### config.mk
export PLATFORM = sky130hd
export DESIGN_NAME = dma_cluster_top
export DESIGN_NICKNAME = d
export VERILOG_FILES = /design/src/dma_pkg.sv /design/src/dma_ctrl_decode.sv /design/src/dma_copy_engine.sv /design/src/dma_term_unit.sv /design/src/dma_cluster_top.sv
export VERILOG_INCLUDE_DIRS = /design/src
export SDC_FILE = /design/constraint.sdc
export NUM_CORES = 1
export LEC_CHECK = 0
export BUFFER_PORTS_ARGS = -buffer_cell sky130_fd_sc_hd__buf_2
export CORE_UTILIZATION = 40
export DETAILED_ROUTE_END_ITERATION = 8
export GPL_TIMING_DRIVEN = 0
export PLACE_DENSITY_LB_ADDON = 0.15
export SLEW_MARGIN = 10
export SYNTH_ARGS = -nofsm -noshare
export SYNTH_HDL_FRONTEND = slang
export SYNTH_SLANG_ARGS = --single-unit
### constraint.sdc
create_clock -name clk_i -period 6.3 [get_ports clk_i]
set_clock_uncertainty 0.2 [all_clocks]
set_input_delay 0.315 -clock clk_i [delete_from_list [all_inputs] [get_ports clk_i]]
set_output_delay 0.315 -clock clk_i [all_outputs]
set_load 0.02 [all_outputs]
### src/dma_params.svh
// cluster DMA parameters
// core count, memory widths, length and counter widths, queue depth

`ifndef DMA_PARAMS_SVH
`define DMA_PARAMS_SVH

// number of core control ports
`define DMA_NB_CORES 4

// memory word address and data widths
`define DMA_ADDR_WIDTH 16
`define DMA_DATA_WIDTH 32

// transfer length in words
`define DMA_LEN_WIDTH 8

// descriptor queue entries
`define DMA_DESC_DEPTH 4

// per-core done counter width
`define DMA_CNT_WIDTH 8

`endif

### src/dma_pkg.sv
// cluster DMA package
// shared types: core index, address/data/length words,
// transfer descriptor and control register offsets

`include "dma_params.svh"

package dma_pkg;

  typedef logic [$clog2(`DMA_NB_CORES)-1:0] core_idx_t;

  typedef logic [`DMA_ADDR_WIDTH-1:0] addr_t;
  typedef logic [`DMA_DATA_WIDTH-1:0] data_t;
  typedef logic [`DMA_LEN_WIDTH-1:0]  len_t;

  // one queued word-copy transfer
  typedef struct packed {
    addr_t     src;
    addr_t     dst;
    len_t      len;
    core_idx_t core;
    logic      irq_en;
  } desc_t;

  // word offsets inside a core control port
  typedef enum logic [1:0] {
    REG_SRC  = 2'd0,
    REG_DST  = 2'd1,
    REG_LEN  = 2'd2,
    REG_DONE = 2'd3
  } ctrl_reg_e;

endpackage

### src/dma_ctrl_decode.sv
// DMA control decode
// round-robin arbiter over the core control ports, per-core staged
// source/destination registers and the shared descriptor queue.
// a LEN write launches a transfer and is held off while the queue is full

`timescale 1ns/10ps
`include "dma_params.svh"

module dma_ctrl_decode (
  input  logic                                     clk_i,
  input  logic                                     rst_n_i,
  input  logic [`DMA_NB_CORES-1:0]                 cfg_req_i,
  input  logic [`DMA_NB_CORES-1:0]                 cfg_we_i,
  input  logic [`DMA_NB_CORES-1:0][1:0]            cfg_add_i,
  input  dma_pkg::data_t [`DMA_NB_CORES-1:0]       cfg_wdata_i,
  input  logic                                     desc_pop_i,
  input  logic [`DMA_NB_CORES-1:0][`DMA_CNT_WIDTH-1:0] done_cnt_i,
  output logic [`DMA_NB_CORES-1:0]                 cfg_gnt_o,
  output logic [`DMA_NB_CORES-1:0]                 cfg_r_valid_o,
  output dma_pkg::data_t [`DMA_NB_CORES-1:0]       cfg_r_rdata_o,
  output logic                                     desc_valid_o,
  output dma_pkg::desc_t                           desc_o,
  output logic                                     queue_empty_o
);

  import dma_pkg::*;

  localparam int unsigned NB    = `DMA_NB_CORES;
  localparam int unsigned DEPTH = `DMA_DESC_DEPTH;
  localparam int unsigned PTR_W = $clog2(DEPTH);
  localparam int unsigned CNT_W = $clog2(DEPTH + 1);

  core_idx_t             rr_ptr_q;
  core_idx_t             gnt_idx;
  logic                  gnt_found;
  logic [NB-1:0]         eligible;

  logic                  g_we;
  ctrl_reg_e             g_add;
  data_t                 g_wdata;
  data_t                 rd_data;
  logic                  push;

  addr_t                 src_q [NB];
  addr_t                 dst_q [NB];
  logic [NB-1:0]         r_valid_q;
  data_t                 rdata_q;

  desc_t                 queue_q [DEPTH];
  logic [PTR_W-1:0]      wr_ptr_q;
  logic [PTR_W-1:0]      rd_ptr_q;
  logic [CNT_W-1:0]      count_q;
  logic                  full;

  assign full          = (count_q == CNT_W'(DEPTH));
  assign queue_empty_o = (count_q == '0);
  assign desc_valid_o  = !queue_empty_o;
  assign desc_o        = queue_q[rd_ptr_q];

  // a LEN write may only win when there is room to push it
  always_comb begin
    for (int i = 0; i < NB; i++) begin
      eligible[i] = cfg_req_i[i] &&
                    !(cfg_we_i[i] && ctrl_reg_e'(cfg_add_i[i]) == REG_LEN && full);
    end
  end

  // first eligible requester at or after the round-robin pointer
  always_comb begin
    core_idx_t idx;
    gnt_found = 1'b0;
    gnt_idx   = rr_ptr_q;
    for (int k = 0; k < NB; k++) begin
      idx = core_idx_t'((int'(rr_ptr_q) + k) % NB);
      if (!gnt_found && eligible[idx]) begin
        gnt_found = 1'b1;
        gnt_idx   = idx;
      end
    end
    cfg_gnt_o = '0;
    if (gnt_found) begin
      cfg_gnt_o[gnt_idx] = 1'b1;
    end
  end

  assign g_we    = cfg_we_i[gnt_idx];
  assign g_add   = ctrl_reg_e'(cfg_add_i[gnt_idx]);
  assign g_wdata = cfg_wdata_i[gnt_idx];
  assign push    = gnt_found && g_we && (g_add == REG_LEN);

  // read-back mux, LEN reads as zero
  always_comb begin
    case (g_add)
      REG_SRC:  rd_data = data_t'(src_q[gnt_idx]);
      REG_DST:  rd_data = data_t'(dst_q[gnt_idx]);
      REG_DONE: rd_data = data_t'(done_cnt_i[gnt_idx]);
      default:  rd_data = '0;
    endcase
  end

  always_ff @(posedge clk_i) begin
    if (!rst_n_i) begin
      rr_ptr_q  <= '0;
      r_valid_q <= '0;
      wr_ptr_q  <= '0;
      rd_ptr_q  <= '0;
      count_q   <= '0;
    end else begin
      r_valid_q <= cfg_gnt_o;
      if (gnt_found) begin
        rr_ptr_q <= core_idx_t'((int'(gnt_idx) + 1) % NB);
      end
      if (push) begin
        wr_ptr_q <= (wr_ptr_q == PTR_W'(DEPTH - 1)) ? '0 : wr_ptr_q + 1'b1;
      end
      if (desc_pop_i) begin
        rd_ptr_q <= (rd_ptr_q == PTR_W'(DEPTH - 1)) ? '0 : rd_ptr_q + 1'b1;
      end
      case ({push, desc_pop_i})
        2'b10:   count_q <= count_q + 1'b1;
        2'b01:   count_q <= count_q - 1'b1;
        default: count_q <= count_q;
      endcase
    end
  end

  // staged addresses, response data and queue storage
  always_ff @(posedge clk_i) begin
    if (gnt_found) begin
      rdata_q <= g_we ? '0 : rd_data;
      if (g_we && g_add == REG_SRC) begin
        src_q[gnt_idx] <= g_wdata[`DMA_ADDR_WIDTH-1:0];
      end
      if (g_we && g_add == REG_DST) begin
        dst_q[gnt_idx] <= g_wdata[`DMA_ADDR_WIDTH-1:0];
      end
    end
    if (push) begin
      queue_q[wr_ptr_q] <= '{src:    src_q[gnt_idx],
                             dst:    dst_q[gnt_idx],
                             len:    g_wdata[`DMA_LEN_WIDTH-1:0],
                             core:   gnt_idx,
                             irq_en: g_wdata[`DMA_DATA_WIDTH-1]};
    end
  end

  assign cfg_r_valid_o = r_valid_q;

  // response data goes to every port, r_valid selects the owner
  always_comb begin
    for (int i = 0; i < NB; i++) begin
      cfg_r_rdata_o[i] = rdata_q;
    end
  end

endmodule

### src/dma_copy_engine.sv
// DMA copy engine
// pops descriptors from the queue and copies them word by word,
// one read then one write per word on the memory master port,
// and reports each finished descriptor with its core and irq flag

`timescale 1ns/10ps
`include "dma_params.svh"

module dma_copy_engine (
  input  logic               clk_i,
  input  logic               rst_n_i,
  input  logic               desc_valid_i,
  input  dma_pkg::desc_t     desc_i,
  input  dma_pkg::data_t     mem_rdata_i,
  output logic               desc_pop_o,
  output logic               mem_req_o,
  output logic               mem_we_o,
  output dma_pkg::addr_t     mem_addr_o,
  output dma_pkg::data_t     mem_wdata_o,
  output logic               done_o,
  output dma_pkg::core_idx_t done_core_o,
  output logic               done_irq_o,
  output logic               active_o
);

  import dma_pkg::*;

  typedef enum logic [1:0] {
    ST_IDLE,
    ST_READ,
    ST_WRITE
  } state_e;

  state_e    state_q;
  logic      done_q;

  addr_t     src_q;
  addr_t     dst_q;
  len_t      remain_q;
  core_idx_t core_q;
  logic      irq_q;

  logic      last_write;

  assign desc_pop_o = (state_q == ST_IDLE) && desc_valid_i;
  assign last_write = (state_q == ST_WRITE) && (remain_q == len_t'(1));

  always_ff @(posedge clk_i) begin
    if (!rst_n_i) begin
      state_q <= ST_IDLE;
      done_q  <= 1'b0;
    end else begin
      // zero length completes straight from the accept cycle
      done_q <= (desc_pop_o && desc_i.len == '0) || last_write;
      case (state_q)
        ST_IDLE: begin
          if (desc_pop_o && desc_i.len != '0) begin
            state_q <= ST_READ;
          end
        end
        ST_READ: begin
          state_q <= ST_WRITE;
        end
        ST_WRITE: begin
          state_q <= last_write ? ST_IDLE : ST_READ;
        end
        default: begin
          state_q <= ST_IDLE;
        end
      endcase
    end
  end

  // current transfer, loaded on accept and stepped after each write
  always_ff @(posedge clk_i) begin
    if (desc_pop_o) begin
      src_q    <= desc_i.src;
      dst_q    <= desc_i.dst;
      remain_q <= desc_i.len;
      core_q   <= desc_i.core;
      irq_q    <= desc_i.irq_en;
    end else if (state_q == ST_WRITE) begin
      src_q    <= src_q + 1'b1;
      dst_q    <= dst_q + 1'b1;
      remain_q <= remain_q - 1'b1;
    end
  end

  assign mem_req_o   = (state_q == ST_READ) || (state_q == ST_WRITE);
  assign mem_we_o    = (state_q == ST_WRITE);
  assign mem_addr_o  = (state_q == ST_WRITE) ? dst_q : src_q;
  // read data lands in the write cycle
  assign mem_wdata_o = mem_rdata_i;

  assign done_o      = done_q;
  assign done_core_o = core_q;
  assign done_irq_o  = irq_q;
  assign active_o    = (state_q != ST_IDLE) || done_q;

endmodule

### src/dma_term_unit.sv
// DMA termination unit
// turns engine completions into one-cycle per-core event and
// interrupt pulses and keeps a wrapping done counter per core

`timescale 1ns/10ps
`include "dma_params.svh"

module dma_term_unit (
  input  logic                                         clk_i,
  input  logic                                         rst_n_i,
  input  logic                                         done_i,
  input  dma_pkg::core_idx_t                           done_core_i,
  input  logic                                         done_irq_i,
  output logic [`DMA_NB_CORES-1:0]                     term_event_o,
  output logic [`DMA_NB_CORES-1:0]                     term_irq_o,
  output logic [`DMA_NB_CORES-1:0][`DMA_CNT_WIDTH-1:0] done_cnt_o
);

  import dma_pkg::*;

  localparam int unsigned NB = `DMA_NB_CORES;

  logic [NB-1:0]                     done_oh;
  logic [NB-1:0]                     event_q;
  logic [NB-1:0]                     irq_q;
  logic [NB-1:0][`DMA_CNT_WIDTH-1:0] cnt_q;

  // one-hot of the finishing core
  always_comb begin
    for (int i = 0; i < NB; i++) begin
      done_oh[i] = done_i && (done_core_i == core_idx_t'(i));
    end
  end

  always_ff @(posedge clk_i) begin
    if (!rst_n_i) begin
      event_q <= '0;
      irq_q   <= '0;
      cnt_q   <= '0;
    end else begin
      event_q <= done_oh;
      irq_q   <= done_irq_i ? done_oh : '0;
      for (int i = 0; i < NB; i++) begin
        if (done_oh[i]) begin
          cnt_q[i] <= cnt_q[i] + 1'b1;
        end
      end
    end
  end

  assign term_event_o = event_q;
  assign term_irq_o   = irq_q;
  assign done_cnt_o   = cnt_q;

endmodule

### src/dma_cluster_top.sv
// cluster DMA controller top
// per-core control ports feed the decode block and descriptor queue,
// the copy engine drives the memory port and the termination unit
// raises per-core events, interrupts and done counts

`timescale 1ns/10ps
`include "dma_params.svh"

module dma_cluster_top (
  input  logic                               clk_i,
  input  logic                               rst_n_i,
  input  logic [`DMA_NB_CORES-1:0]           cfg_req_i,
  input  logic [`DMA_NB_CORES-1:0]           cfg_we_i,
  input  logic [`DMA_NB_CORES-1:0][1:0]      cfg_add_i,
  input  dma_pkg::data_t [`DMA_NB_CORES-1:0] cfg_wdata_i,
  input  dma_pkg::data_t                     mem_rdata_i,
  output logic [`DMA_NB_CORES-1:0]           cfg_gnt_o,
  output logic [`DMA_NB_CORES-1:0]           cfg_r_valid_o,
  output dma_pkg::data_t [`DMA_NB_CORES-1:0] cfg_r_rdata_o,
  output logic                               mem_req_o,
  output logic                               mem_we_o,
  output dma_pkg::addr_t                     mem_addr_o,
  output dma_pkg::data_t                     mem_wdata_o,
  output logic [`DMA_NB_CORES-1:0]           term_event_o,
  output logic [`DMA_NB_CORES-1:0]           term_irq_o,
  output logic                               busy_o
);

  import dma_pkg::*;

  desc_t     desc;
  logic      desc_valid;
  logic      desc_pop;
  logic      queue_empty;

  logic      done;
  core_idx_t done_core;
  logic      done_irq;
  logic      active;

  logic [`DMA_NB_CORES-1:0][`DMA_CNT_WIDTH-1:0] done_cnt;

  dma_ctrl_decode u_dma_ctrl_decode (
    .clk_i         ( clk_i         ),
    .rst_n_i       ( rst_n_i       ),
    .cfg_req_i     ( cfg_req_i     ),
    .cfg_we_i      ( cfg_we_i      ),
    .cfg_add_i     ( cfg_add_i     ),
    .cfg_wdata_i   ( cfg_wdata_i   ),
    .desc_pop_i    ( desc_pop      ),
    .done_cnt_i    ( done_cnt      ),
    .cfg_gnt_o     ( cfg_gnt_o     ),
    .cfg_r_valid_o ( cfg_r_valid_o ),
    .cfg_r_rdata_o ( cfg_r_rdata_o ),
    .desc_valid_o  ( desc_valid    ),
    .desc_o        ( desc          ),
    .queue_empty_o ( queue_empty   )
  );

  dma_copy_engine u_dma_copy_engine (
    .clk_i        ( clk_i       ),
    .rst_n_i      ( rst_n_i     ),
    .desc_valid_i ( desc_valid  ),
    .desc_i       ( desc        ),
    .mem_rdata_i  ( mem_rdata_i ),
    .desc_pop_o   ( desc_pop    ),
    .mem_req_o    ( mem_req_o   ),
    .mem_we_o     ( mem_we_o    ),
    .mem_addr_o   ( mem_addr_o  ),
    .mem_wdata_o  ( mem_wdata_o ),
    .done_o       ( done        ),
    .done_core_o  ( done_core   ),
    .done_irq_o   ( done_irq    ),
    .active_o     ( active      )
  );

  dma_term_unit u_dma_term_unit (
    .clk_i        ( clk_i        ),
    .rst_n_i      ( rst_n_i      ),
    .done_i       ( done         ),
    .done_core_i  ( done_core    ),
    .done_irq_i   ( done_irq     ),
    .term_event_o ( term_event_o ),
    .term_irq_o   ( term_irq_o   ),
    .done_cnt_o   ( done_cnt     )
  );

  // queued or in-flight work
  assign busy_o = active || !queue_empty;

endmodule

==> impl_metrics.tcl, run 1 <==
set metrics [dict create \
    status "finished clean" \
    synth_top_family_by_area "multiplexers" \
    synth_ff_type "edfxtp_1" \
    tritoncts "done" \
    synthSimpleGateAreaFrac_pct 9.77 \
    max_cap_viol_count 0 \
    crit_type "reg2out" \
    dieArea_um2 49000 \
    worst_pin_slew_ps 1200 \
    fin_crit_sh_pct 84.3 \
    drive_gt1_share_pct 30.6 \
    slew_headroom_pct 19.6 \
    setup_violations 0 \
    drt_wl_total_um 43300 \
    crit_required_ps 5780 \
    min_period_ps 5310 \
    instances_no_fill 2369 \
    ios 373 \
    min-delay-start "rst_n_i" \
    final_area_um2 22800 \
    core_um2 47000 \
    r2r_slack_ps 1010 \
    antenna_found_initial 0 \
    synthArstFlopShare_pct 0 \
    reg2reg_depth 11 \
    remaining_drc_errors 0 \
    crit_fanout 15 \
    cts.htree.levels 2 \
    peakVddDrop_mv 0.187 \
    dp_hpwl_um 31800 \
    placed_area_um2 21400 \
    initial_utilization_pct 41.0 \
    fin_nets 1932 \
    tns_ps 0 \
    clock-sinks 417 \
    synth_area_leaders "edfxtp_1 56%, buf_4 6.1%, dfxtp_1 6.0%" \
    die_h_um 221 \
    synth_top_area_share_pct 56.1 \
    cts_buffers 43 \
    min_path_type "in2reg" \
    port-buffer-count 215 \
    synthMuxAreaShare_pct 11.4 \
    synth_adder_area_share_pct 1.54 \
    grt-ovfl-total 0 \
    syn_area_um2 19200 \
    fillers 4147 \
    cts-root-buf "clkbuf_16" \
    grt_pass1_vias 11284 \
    r2r_start "u_dma_ctrl_decode.count_q[2]" \
    synthCells 1402 \
    synth_xor_area_share_pct 2.92 \
    timing.rr.end "u_dma_ctrl_decode.src_q[3][8]" \
    dp_cells 2292 \
    syn_to_final_growth_pct 18.6 \
    grt_setup_unrepaired "false" \
    wire_per_inst_um 18.3 \
    clk_latency_ps 550 \
    postCtsSetupBuffers 0 \
    postSynthAreaPerCell_um2 13.7 \
    crit_start "u_dma_ctrl_decode.count_q[2]" \
    hold_viol 0 \
    max_freq_mhz 188 \
    synth_seq_cells 417 \
    synth_compound_area_share_pct 4.42 \
    ys_types 61 \
    die_x_um 221 \
    power.total_mw 10.4 \
    clkTransAtPathRegs_ps 60 \
    critical_path.endpoint_type "primary output" \
    track_usage_pct 17.3 \
    drt-initial-drc-count 552 \
    routed_via_density 4.87 \
    power-per-cell-area_nw_per_um2 456 \
    ys.warnings.count 0 \
    synth_edf_count 359 \
    synth_top_cell_by_area "edfxtp_1" \
    arrival_ps 4790 \
    row_count 79 \
    p_leak_nw 8.78 \
    grt_pass1_wl_um 65600 \
    clockBufferDepth 3 \
    ctsResizeCount 0 \
    diodes 0 \
    dr.pass1.iters 5 \
    crit_end "cfg_gnt_o[3]" \
    yosysSeqAreaShare_pct 62.1 \
    place.gp.congestion 0.810 \
    cp-start-kind "flip-flop" \
    vias 11530 \
    grt_max_degree 34 \
    postRouteAntennaNets 0 \
    slew_viol_final 0 \
]
cell usage after synthesis (all sizes together) (2+ instances only):
| master | count |
|---|---|
| nor2 | 19 |
| inv | 17 |
| nor4 | 3 |
| or2 | 2 |
| and2 | 52 |
| and3 | 45 |
| ha | 22 |
| xor2 | 34 |
| buf | 179 |
| a21boi | 4 |
| o31a | 2 |
| nand4 | 15 |
| dfxtp | 58 |
| mux4 | 43 |
| and4 | 8 |
| nor2b | 7 |
| xnor2 | 30 |
| o311ai | 2 |
| or4 | 2 |
| o31ai | 3 |
| clkbuf | 31 |
| a311o | 7 |
| a221oi | 11 |
| edfxtp | 359 |
| mux2 | 15 |
| mux2i | 106 |
| nor3 | 4 |
| nand2b | 2 |
| nand2 | 197 |
| nand3b | 2 |
| a21oi | 26 |
| o21ai | 39 |
| a31oi | 17 |
| nand3 | 23 |
| o221ai | 2 |
timing repair:
item	CTS	global route
endpoints found under the setup margin	0	0
hold buffers	1	0
hold endpoints to repair	1	0
metrics by stage:
step / hold slack [ps] / utilization [%] / worst slack [ps]
after floorplan: 267 / - / 2090
after global placement: 285 / 45.4 / 597
after detailed placement: 298 / 45.6 / 1020
after CTS: 82.0 / 48.5 / 984
after global routing: 109 / 48.6 / 639
final: 86.7 / 48.6 / 992
per-layer routing:
metal  up-vias  global-route usage [%]  wire, µm
met1      5550                    23.1     19600
met2       318                    29.8     21100
li1       5598                       -         -
met3        64                    2.26      1760
met4         0                    4.47       803
met5         -                       0         0
cell type report:
class	count	area, µm²	area share (%)
Tap cell	607	759	3.33
Buffer	210	1420	6.23
Multi-Input combinational cell	820	6060	26.6
Sequential cell	417	11900	52.4
Clock inverter	25	223	0.976
Clock buffer	51	1130	4.94
Inverter	18	80.1	0.351
Timing Repair Buffer	221	1190	5.23
how the worst min path moves through the flow:
stage / depth (start not counted) / slack (ps) / endpoint
CTS: 3 / 80 / u_dma_ctrl_decode.wr_ptr_q[0]
global route: 3 / 110 / u_dma_ctrl_decode.wr_ptr_q[0]
floorplan: 2 / 270 / flip-flop
finish: 2 / 90 / u_dma_copy_engine.state_q[1]
global placement: 2 / 280 / u_dma_ctrl_decode.wr_ptr_q[1]
detailed placement: 2 / 300 / u_dma_ctrl_decode.wr_ptr_q[1]
worst max-delay path, stage by stage (launching register included):
cell      delay (ps)
dfxtp_1          360
or3b_1           480
buf_4            230
o31ai_4          330
o221ai_1         160
a21oi_1          210
buf_4            240
buf_2            400
clkbuf_1         470
buf_1            690
ha_1             360
and2_1           140
buf_2            160
power breakdown:
group          total (mW)  internal, mW  switching, mW
clock                2.44          1.41           1.04
sequential           4.20          3.93          0.268
combinational        3.75          1.34           2.41
registers in the layout, summed over array words and instances, names as in the netlist, 3 cells and up, named ones only:
register / count
u_dma_ctrl_decode.dst_q: 64
u_dma_ctrl_decode.rdata_q: 16
u_dma_copy_engine.dst_q: 16
u_dma_term_unit.done_cnt_o: 32
u_dma_copy_engine.remain_q: 8
u_dma_ctrl_decode.src_q: 64
u_dma_term_unit.term_irq_o: 4
u_dma_term_unit.term_event_o: 4
u_dma_ctrl_decode.count_q: 3
u_dma_copy_engine.src_q: 16
u_dma_ctrl_decode.queue_q: 172
u_dma_ctrl_decode.cfg_r_valid_o: 4
cells by family (layout without fill, tap and decap cells):
| family | after synthesis | after routing |
|---|---|---|
| compound gates | 120 | 120 |
| simple gates | 385 | 385 |
| mux | 164 | 164 |
| xor+xnor | 64 | 64 |
| buf+inv | 228 | 525 |
| flops | 417 | 417 |
| fa+ha+maj | 23 | 23 |
| other cells | 1 | 64 |
placed cells by master, fill, tap and decap left out, drive strengths merged, types with 18 or more instances in the layout:
cell type	count
nor2	19
nand2	197
buf	399
edfxtp	359
clkinv	18
mux2i	106
a21oi	26
xnor2	30
nand3	23
o21ai	39
xor2	34
and2	52
dfxtp	58
inv	19
conb	64
and3	45
ha	22
clkbuf	82
mux4	43
Note: power is estimated with default switching activity, not from simulation.
==> run 2: changes to the inputs <==
ABC_AREA = 1   (was unset)
clock period = 4.3 ns   (was 6.3 ns; I/O delays follow)
==> impl_metrics.tcl, run 2 <==
set metrics [dict create \
    dp_hpwl_um 40700 \
    drive_gt1_share_pct 22.5 \
    synthArstFlopShare_pct 0 \
    yosysMostFrequentCell "nand2_1" \
    ys_types 51 \
    crit_end "u_dma_ctrl_decode.queue_q[3][17]" \
    most-common-layout-cells "388 x nand2_1, 359 x edfxtp_1, 236 x buf_2" \
    r2r_start "u_dma_ctrl_decode.count_q[0]" \
    ys.warnings.count 0 \
    min_period_ps 3980 \
    critical_path.endpoint_type "flip-flop" \
    synthCells 1953 \
    dp_cells 2910 \
    worst_pin_slew_ps 1000 \
    fin_crit_sh_pct 92.6 \
    row_count 81 \
    synth_top_family_by_area "simple AND/OR/NAND/NOR gates" \
    yosysSeqAreaShare_pct 60.5 \
    wl_met3_um 3460 \
    reg_top3 "u_dma_ctrl_decode.queue_q x172, u_dma_ctrl_decode.dst_q x64, u_dma_ctrl_decode.src_q x64" \
    slew_headroom_pct 33.2 \
    setup_violations 0 \
    ios 373 \
    failed_checks "negative hold slack" \
    largest_reg_flops 172 \
    cts_buffers 45 \
    synth_xor_area_share_pct 1.01 \
    tritoncts "done" \
    seq_area_um2 11900 \
    clock-sinks 417 \
    wl_met1_um 24200 \
    postSynthAreaPerCell_um2 10.1 \
    cts-root-buf "clkbuf_16" \
    reg2reg_depth 18 \
    grt_pass1_vias 14206 \
    clkTransAtPathRegs_ps 60 \
    synth_area_leaders "edfxtp_1 55%, nand2_1 7.4%, dfxtp_1 5.9%" \
    max_cap_viol_count 0 \
    cts.htree.levels 2 \
    arrival_ps 4050 \
    syn_to_final_growth_pct 20.4 \
    crit_type "reg2reg" \
    top_layer_used "met4" \
    timing.rr.end "u_dma_ctrl_decode.queue_q[3][17]" \
    routed_via_density 4.93 \
    antenna_found_initial 0 \
    dr_wl_met2_um 26100 \
    place.gp.congestion 0.860 \
    synth_edf_count 359 \
    grt_max_degree 33 \
    postRouteAntennaNets 0 \
    fin_nets 2510 \
    synthMuxAreaShare_pct 0.0507 \
    die_h_um 224 \
    final_common_cell "nand2_1" \
    drt-initial-drc-count 1213 \
    wire_per_inst_um 18.6 \
    fillers 4568 \
    grt_pass1_wl_um 82800 \
    slew_viol_final 0 \
    r2r_slack_ps 320 \
    grt_setup_unrepaired "false" \
    dieArea_um2 50200 \
    status "finished with violations" \
    multi_input_area_um2 5990 \
    synth_seq_cells 417 \
    crit_required_ps 4370 \
    remaining_drc_errors 0 \
    instances_no_fill 3006 \
    synthSimpleGateAreaFrac_pct 16.0 \
    hold_viol 2 \
    synth_top_cell_by_area "edfxtp_1" \
    top_register "u_dma_ctrl_decode.queue_q" \
    synth_commonest_cells "389 x nand2_1, 359 x edfxtp_1, 174 x nor2_1" \
    die_x_um 224 \
    hold_ws_ps -5.85 \
    min-delay-start "cfg_wdata_i[64]" \
    max_freq_mhz 251 \
    synth_ff_type "edfxtp_1" \
    clk_latency_ps 580 \
    synth_top_area_share_pct 54.6 \
    diodes 0 \
    port-buffer-count 216 \
    syn_area_um2 19700 \
    synth_compound_area_share_pct 10.2 \
    cp-start-kind "flip-flop" \
    clockBufferDepth 3 \
    crit_start "u_dma_ctrl_decode.count_q[0]" \
    min_path_type "in2reg" \
    core_um2 48800 \
    initial_utilization_pct 40.4 \
    dr.pass1.iters 5 \
    drt_wl_total_um 55800 \
    synth_adder_area_share_pct 1.50 \
    crit_fanout 23 \
    vias 14834 \
    track_usage_pct 22.1 \
    grt-ovfl-total 0 \
]
[run 2: area by class of cell]
class                   instances  share of cell area, %
repair buffers                247                   6.23
clock inverters                23                  0.790
clock buffers                  57                   5.11
plain buffers                 228                   6.28
inverters                     166                   2.63
well taps                     664                   3.50
flip-flops and latches        417                   50.3
multi-input cells            1204                   25.2
[run 2: layer usage]
layer  up-vias  global-route usage (%)
li1       7180                       -
met1      7047                    28.8
met2       513                    36.5
met3        94                    3.57
met4         0                    9.32
met5         -                       0
[run 2: worst min-delay path by stage]
stage | slack [ps] | end | cells after the start
final | -6 | u_dma_ctrl_decode.src_q[2][0] | 3
after global routing | 0.4 | u_dma_ctrl_decode.src_q[3][4] | 3
after CTS | 20 | u_dma_ctrl_decode.src_q[2][13] | 3
after detailed placement | 250 | u_dma_term_unit.done_cnt_o[15] | 1
after global placement | 240 | u_dma_term_unit.done_cnt_o[15] | 1
after floorplan | 150 | u_dma_ctrl_decode.count_q[0] | 2
[run 2: logic make-up after synthesis]
group	Yosys count
fa+ha+maj	23
buf+inv	395
simple gates	737
flops	417
other cells	1
xor+xnor	22
compound gates	357
mux	1
[run 2: what timing repair did]
item                                   in CTS  in global routing
pin swaps                                   0                  1
endpoints found under the hold margin       6                 12
hold buffers                                1                  7
setup buffers                               0                  3
resized for setup                           1                  7
setup endpoints to repair                  31                 46
[run 2: through the flow]
| stage | setup TNS (ps) | util (%) | cell area, µm² | setup WS, ps |
|---|---|---|---|---|
| detailed placement | -2430 | 45.4 | 22200 | -95.0 |
| finish | 0 | 48.6 | 23800 | 317 |
| global route | 0 | 48.6 | 23800 | 38.5 |
| floorplan | -24890 | - | 20000 | -145 |
| CTS | 0 | 48.3 | 23600 | 24.0 |
| global placement | -422100 | 44.8 | 21900 | -2150 |
[run 2: worst max-delay path, cell delays in order (launching register included)]
cell and delay [ps]:
dfxtp_1 320, inv_2 70, nand2_1 100, nor2_4 180
nand2_1 100, nand3_1 130, nand3_1 100, nand2_2 140
nand2_2 90, nor2_4 110, nand3_1 200, a21boi_4 230
buf_4 140, nand2_1 50, nand2_1 100, nor2_2 310
nand2_4 180, nor2_4 630, buf_12 260
Power of run 2 is left out: the tool's default activity adds up to more than one toggle a clock period on the data nets, which glitch-free logic cannot reach.
==> run 3: changes to the inputs <==
==> constraint.sdc (replaced) <==
create_clock -name clk_i -period 4.2 [get_ports clk_i]
set_clock_uncertainty 0.2 [all_clocks]
set_input_delay 0.63 -clock clk_i [delete_from_list [all_inputs] [get_ports clk_i]]
set_output_delay 0.63 -clock clk_i [all_outputs]
set_load 0.02 [all_outputs]
==> impl_metrics.tcl, run 3 (synthesized netlist as in run 2, its figures left out) <==
set metrics [dict create \
    tritoncts "done" \
    row_count 81 \
    drt_wl_total_um 55900 \
    crit_required_ps 3370 \
    syn_to_final_growth_pct 20.8 \
    dp_slack_ps -429 \
    vias 14824 \
    cts_hold_buf 0 \
    most-common-layout-cells "384 x nand2_1, 359 x edfxtp_1, 231 x buf_2" \
    final_common_cell "nand2_1" \
    drt-initial-drc-count 1117 \
    critical_path.endpoint_type "primary output" \
    fin_util_pct 48.8 \
    slew_viol_final 0 \
    diodes 0 \
    grt-ovfl-total 0 \
    hold_end "u_dma_ctrl_decode.count_q[0]" \
    setup_violations 0 \
    dp_hpwl_um 40700 \
    crit_fanout 19 \
    cts.htree.levels 2 \
    grt_setup_unrepaired "true" \
    track_usage_pct 22.1 \
    dr.pass1.iters 5 \
    grt_pass1_vias 14176 \
    reg_top3 "u_dma_ctrl_decode.queue_q x172, u_dma_ctrl_decode.dst_q x64, u_dma_ctrl_decode.src_q x64" \
    cp-start-kind "flip-flop" \
    timing.rr.end "u_dma_ctrl_decode.queue_q[2][35]" \
    die_x_um 224 \
    clk_latency_ps 570 \
    clock-sinks 417 \
    crit_type "reg2out" \
    arrival_ps 3210 \
    grt_max_degree 33 \
    grt_use_met3_pct 3.57 \
    max_freq_mhz 248 \
    slew_headroom_pct 21.5 \
    die_h_um 224 \
    status "finished clean" \
    clockBufferDepth 3 \
    core_um2 48800 \
    initial_utilization_pct 40.4 \
    whs_path_depth 3 \
    place.gp.congestion 0.860 \
    min-delay-start "rst_n_i" \
    cts-root-buf "clkbuf_16" \
    cts_buffers 45 \
    antenna_found_initial 0 \
    setup_ws_ps 162 \
    r2r_start "u_dma_ctrl_decode.count_q[0]" \
    top_register "u_dma_ctrl_decode.queue_q" \
    reg2reg_depth 20 \
    fillers 4551 \
    remaining_drc_errors 0 \
    max_cap_viol_count 0 \
    fin_crit_sh_pct 96.2 \
    r2r_slack_ps 210 \
    ios 373 \
    dieArea_um2 50200 \
    met1_usage_pct 28.8 \
    hold_viol 0 \
    routed_via_density 4.94 \
    clkTransAtPathRegs_ps 60 \
    drive_gt1_share_pct 23.3 \
    min_period_ps 4040 \
    worst_pin_slew_ps 1180 \
    wire_per_inst_um 18.6 \
    grt.met2_usage_pct 36.5 \
    min_path_type "in2reg" \
    grt_pass1_wl_um 82800 \
    grt-busiest-layer "met2" \
    port-buffer-count 216 \
    fin_nets 2504 \
    postRouteAntennaNets 0 \
    largest_reg_flops 172 \
]
run 3: cell count changes in the layout (fill, tap and decap cells not counted), sizes merged:
cell / delta
buf: +3
clkbuf: -1
dlygate4sd3: -8
run 3: through the flow:
| step | cells | setup TNS, ps | hold WS (ps) | instance area, µm² |
|---|---|---|---|---|
| detailed placement | 2910 | -39650 | 248 | 22200 |
| finish | 3000 | 0 | 207 | 23800 |
| floorplan | 2016 | -77000 | 222 | 20000 |
| global placement | 2896 | -530790 | 238 | 21900 |
| global route | 3000 | -1200 | 215 | 23800 |
| CTS | 2988 | 0 | 177 | 23600 |
run 3: worst max-delay path, stage by stage (launching register included):
cell and delay [ps]:
dfxtp_1 320, inv_2 70, nand2_1 100, nor2_4 200, nand2_1 90, nand3_1 130
nand3_1 100, nand2_2 130, buf_4 130, nand4_4 120, nand2_4 130, nand2_4 90
buf_8 160, buf_12 150, buf_6 150, ha_1 200, inv_2 110, nor2_1 60
buf_4 170
run 3: layout make-up:
type | instances | area, µm² | area share [%]
plain buffers | 226 | 1540 | 6.46
clock buffers | 57 | 1210 | 5.09
clock inverters | 23 | 188 | 0.787
inverters | 166 | 631 | 2.65
multi-input cells | 1204 | 6030 | 25.3
flip-flops and latches | 417 | 11900 | 50.1
well taps | 664 | 831 | 3.49
repair buffers | 243 | 1460 | 6.12
run 3: routing by layer:
metal / routed length (µm) / vias up
met4: 1990 / 0
li1: - / 7173
met3: 3740 / 91
met5: 0 / -
met2: 26300 / 533
met1: 23900 / 7027
run 3: how the worst max path moves through the flow:
stage	from	endpoint	slack (ps)	cells after the start
floorplan	cfg_add_i[2]	u_dma_ctrl_decode.queue_q[3][0]	-450	20
global placement	cfg_add_i[2]	u_dma_ctrl_decode.queue_q[0][5]	-2480	17
detailed placement	cfg_add_i[2]	u_dma_ctrl_decode.queue_q[3][10]	-430	18
CTS	u_dma_ctrl_decode.count_q[0]	cfg_gnt_o[1]	20	19
global route	u_dma_ctrl_decode.count_q[0]	u_dma_ctrl_decode.queue_q[2][18]	-40	20
finish	u_dma_ctrl_decode.count_q[0]	cfg_gnt_o[0]	160	18
run 3: timing repair:
item,4_1_cts,5_1_grt
resized for setup,12,33
cloned,0,1
buffers inserted,1,5
endpoints found under the setup margin,78,96
pin swaps,1,7
Power of run 3 is left out for the same reason.
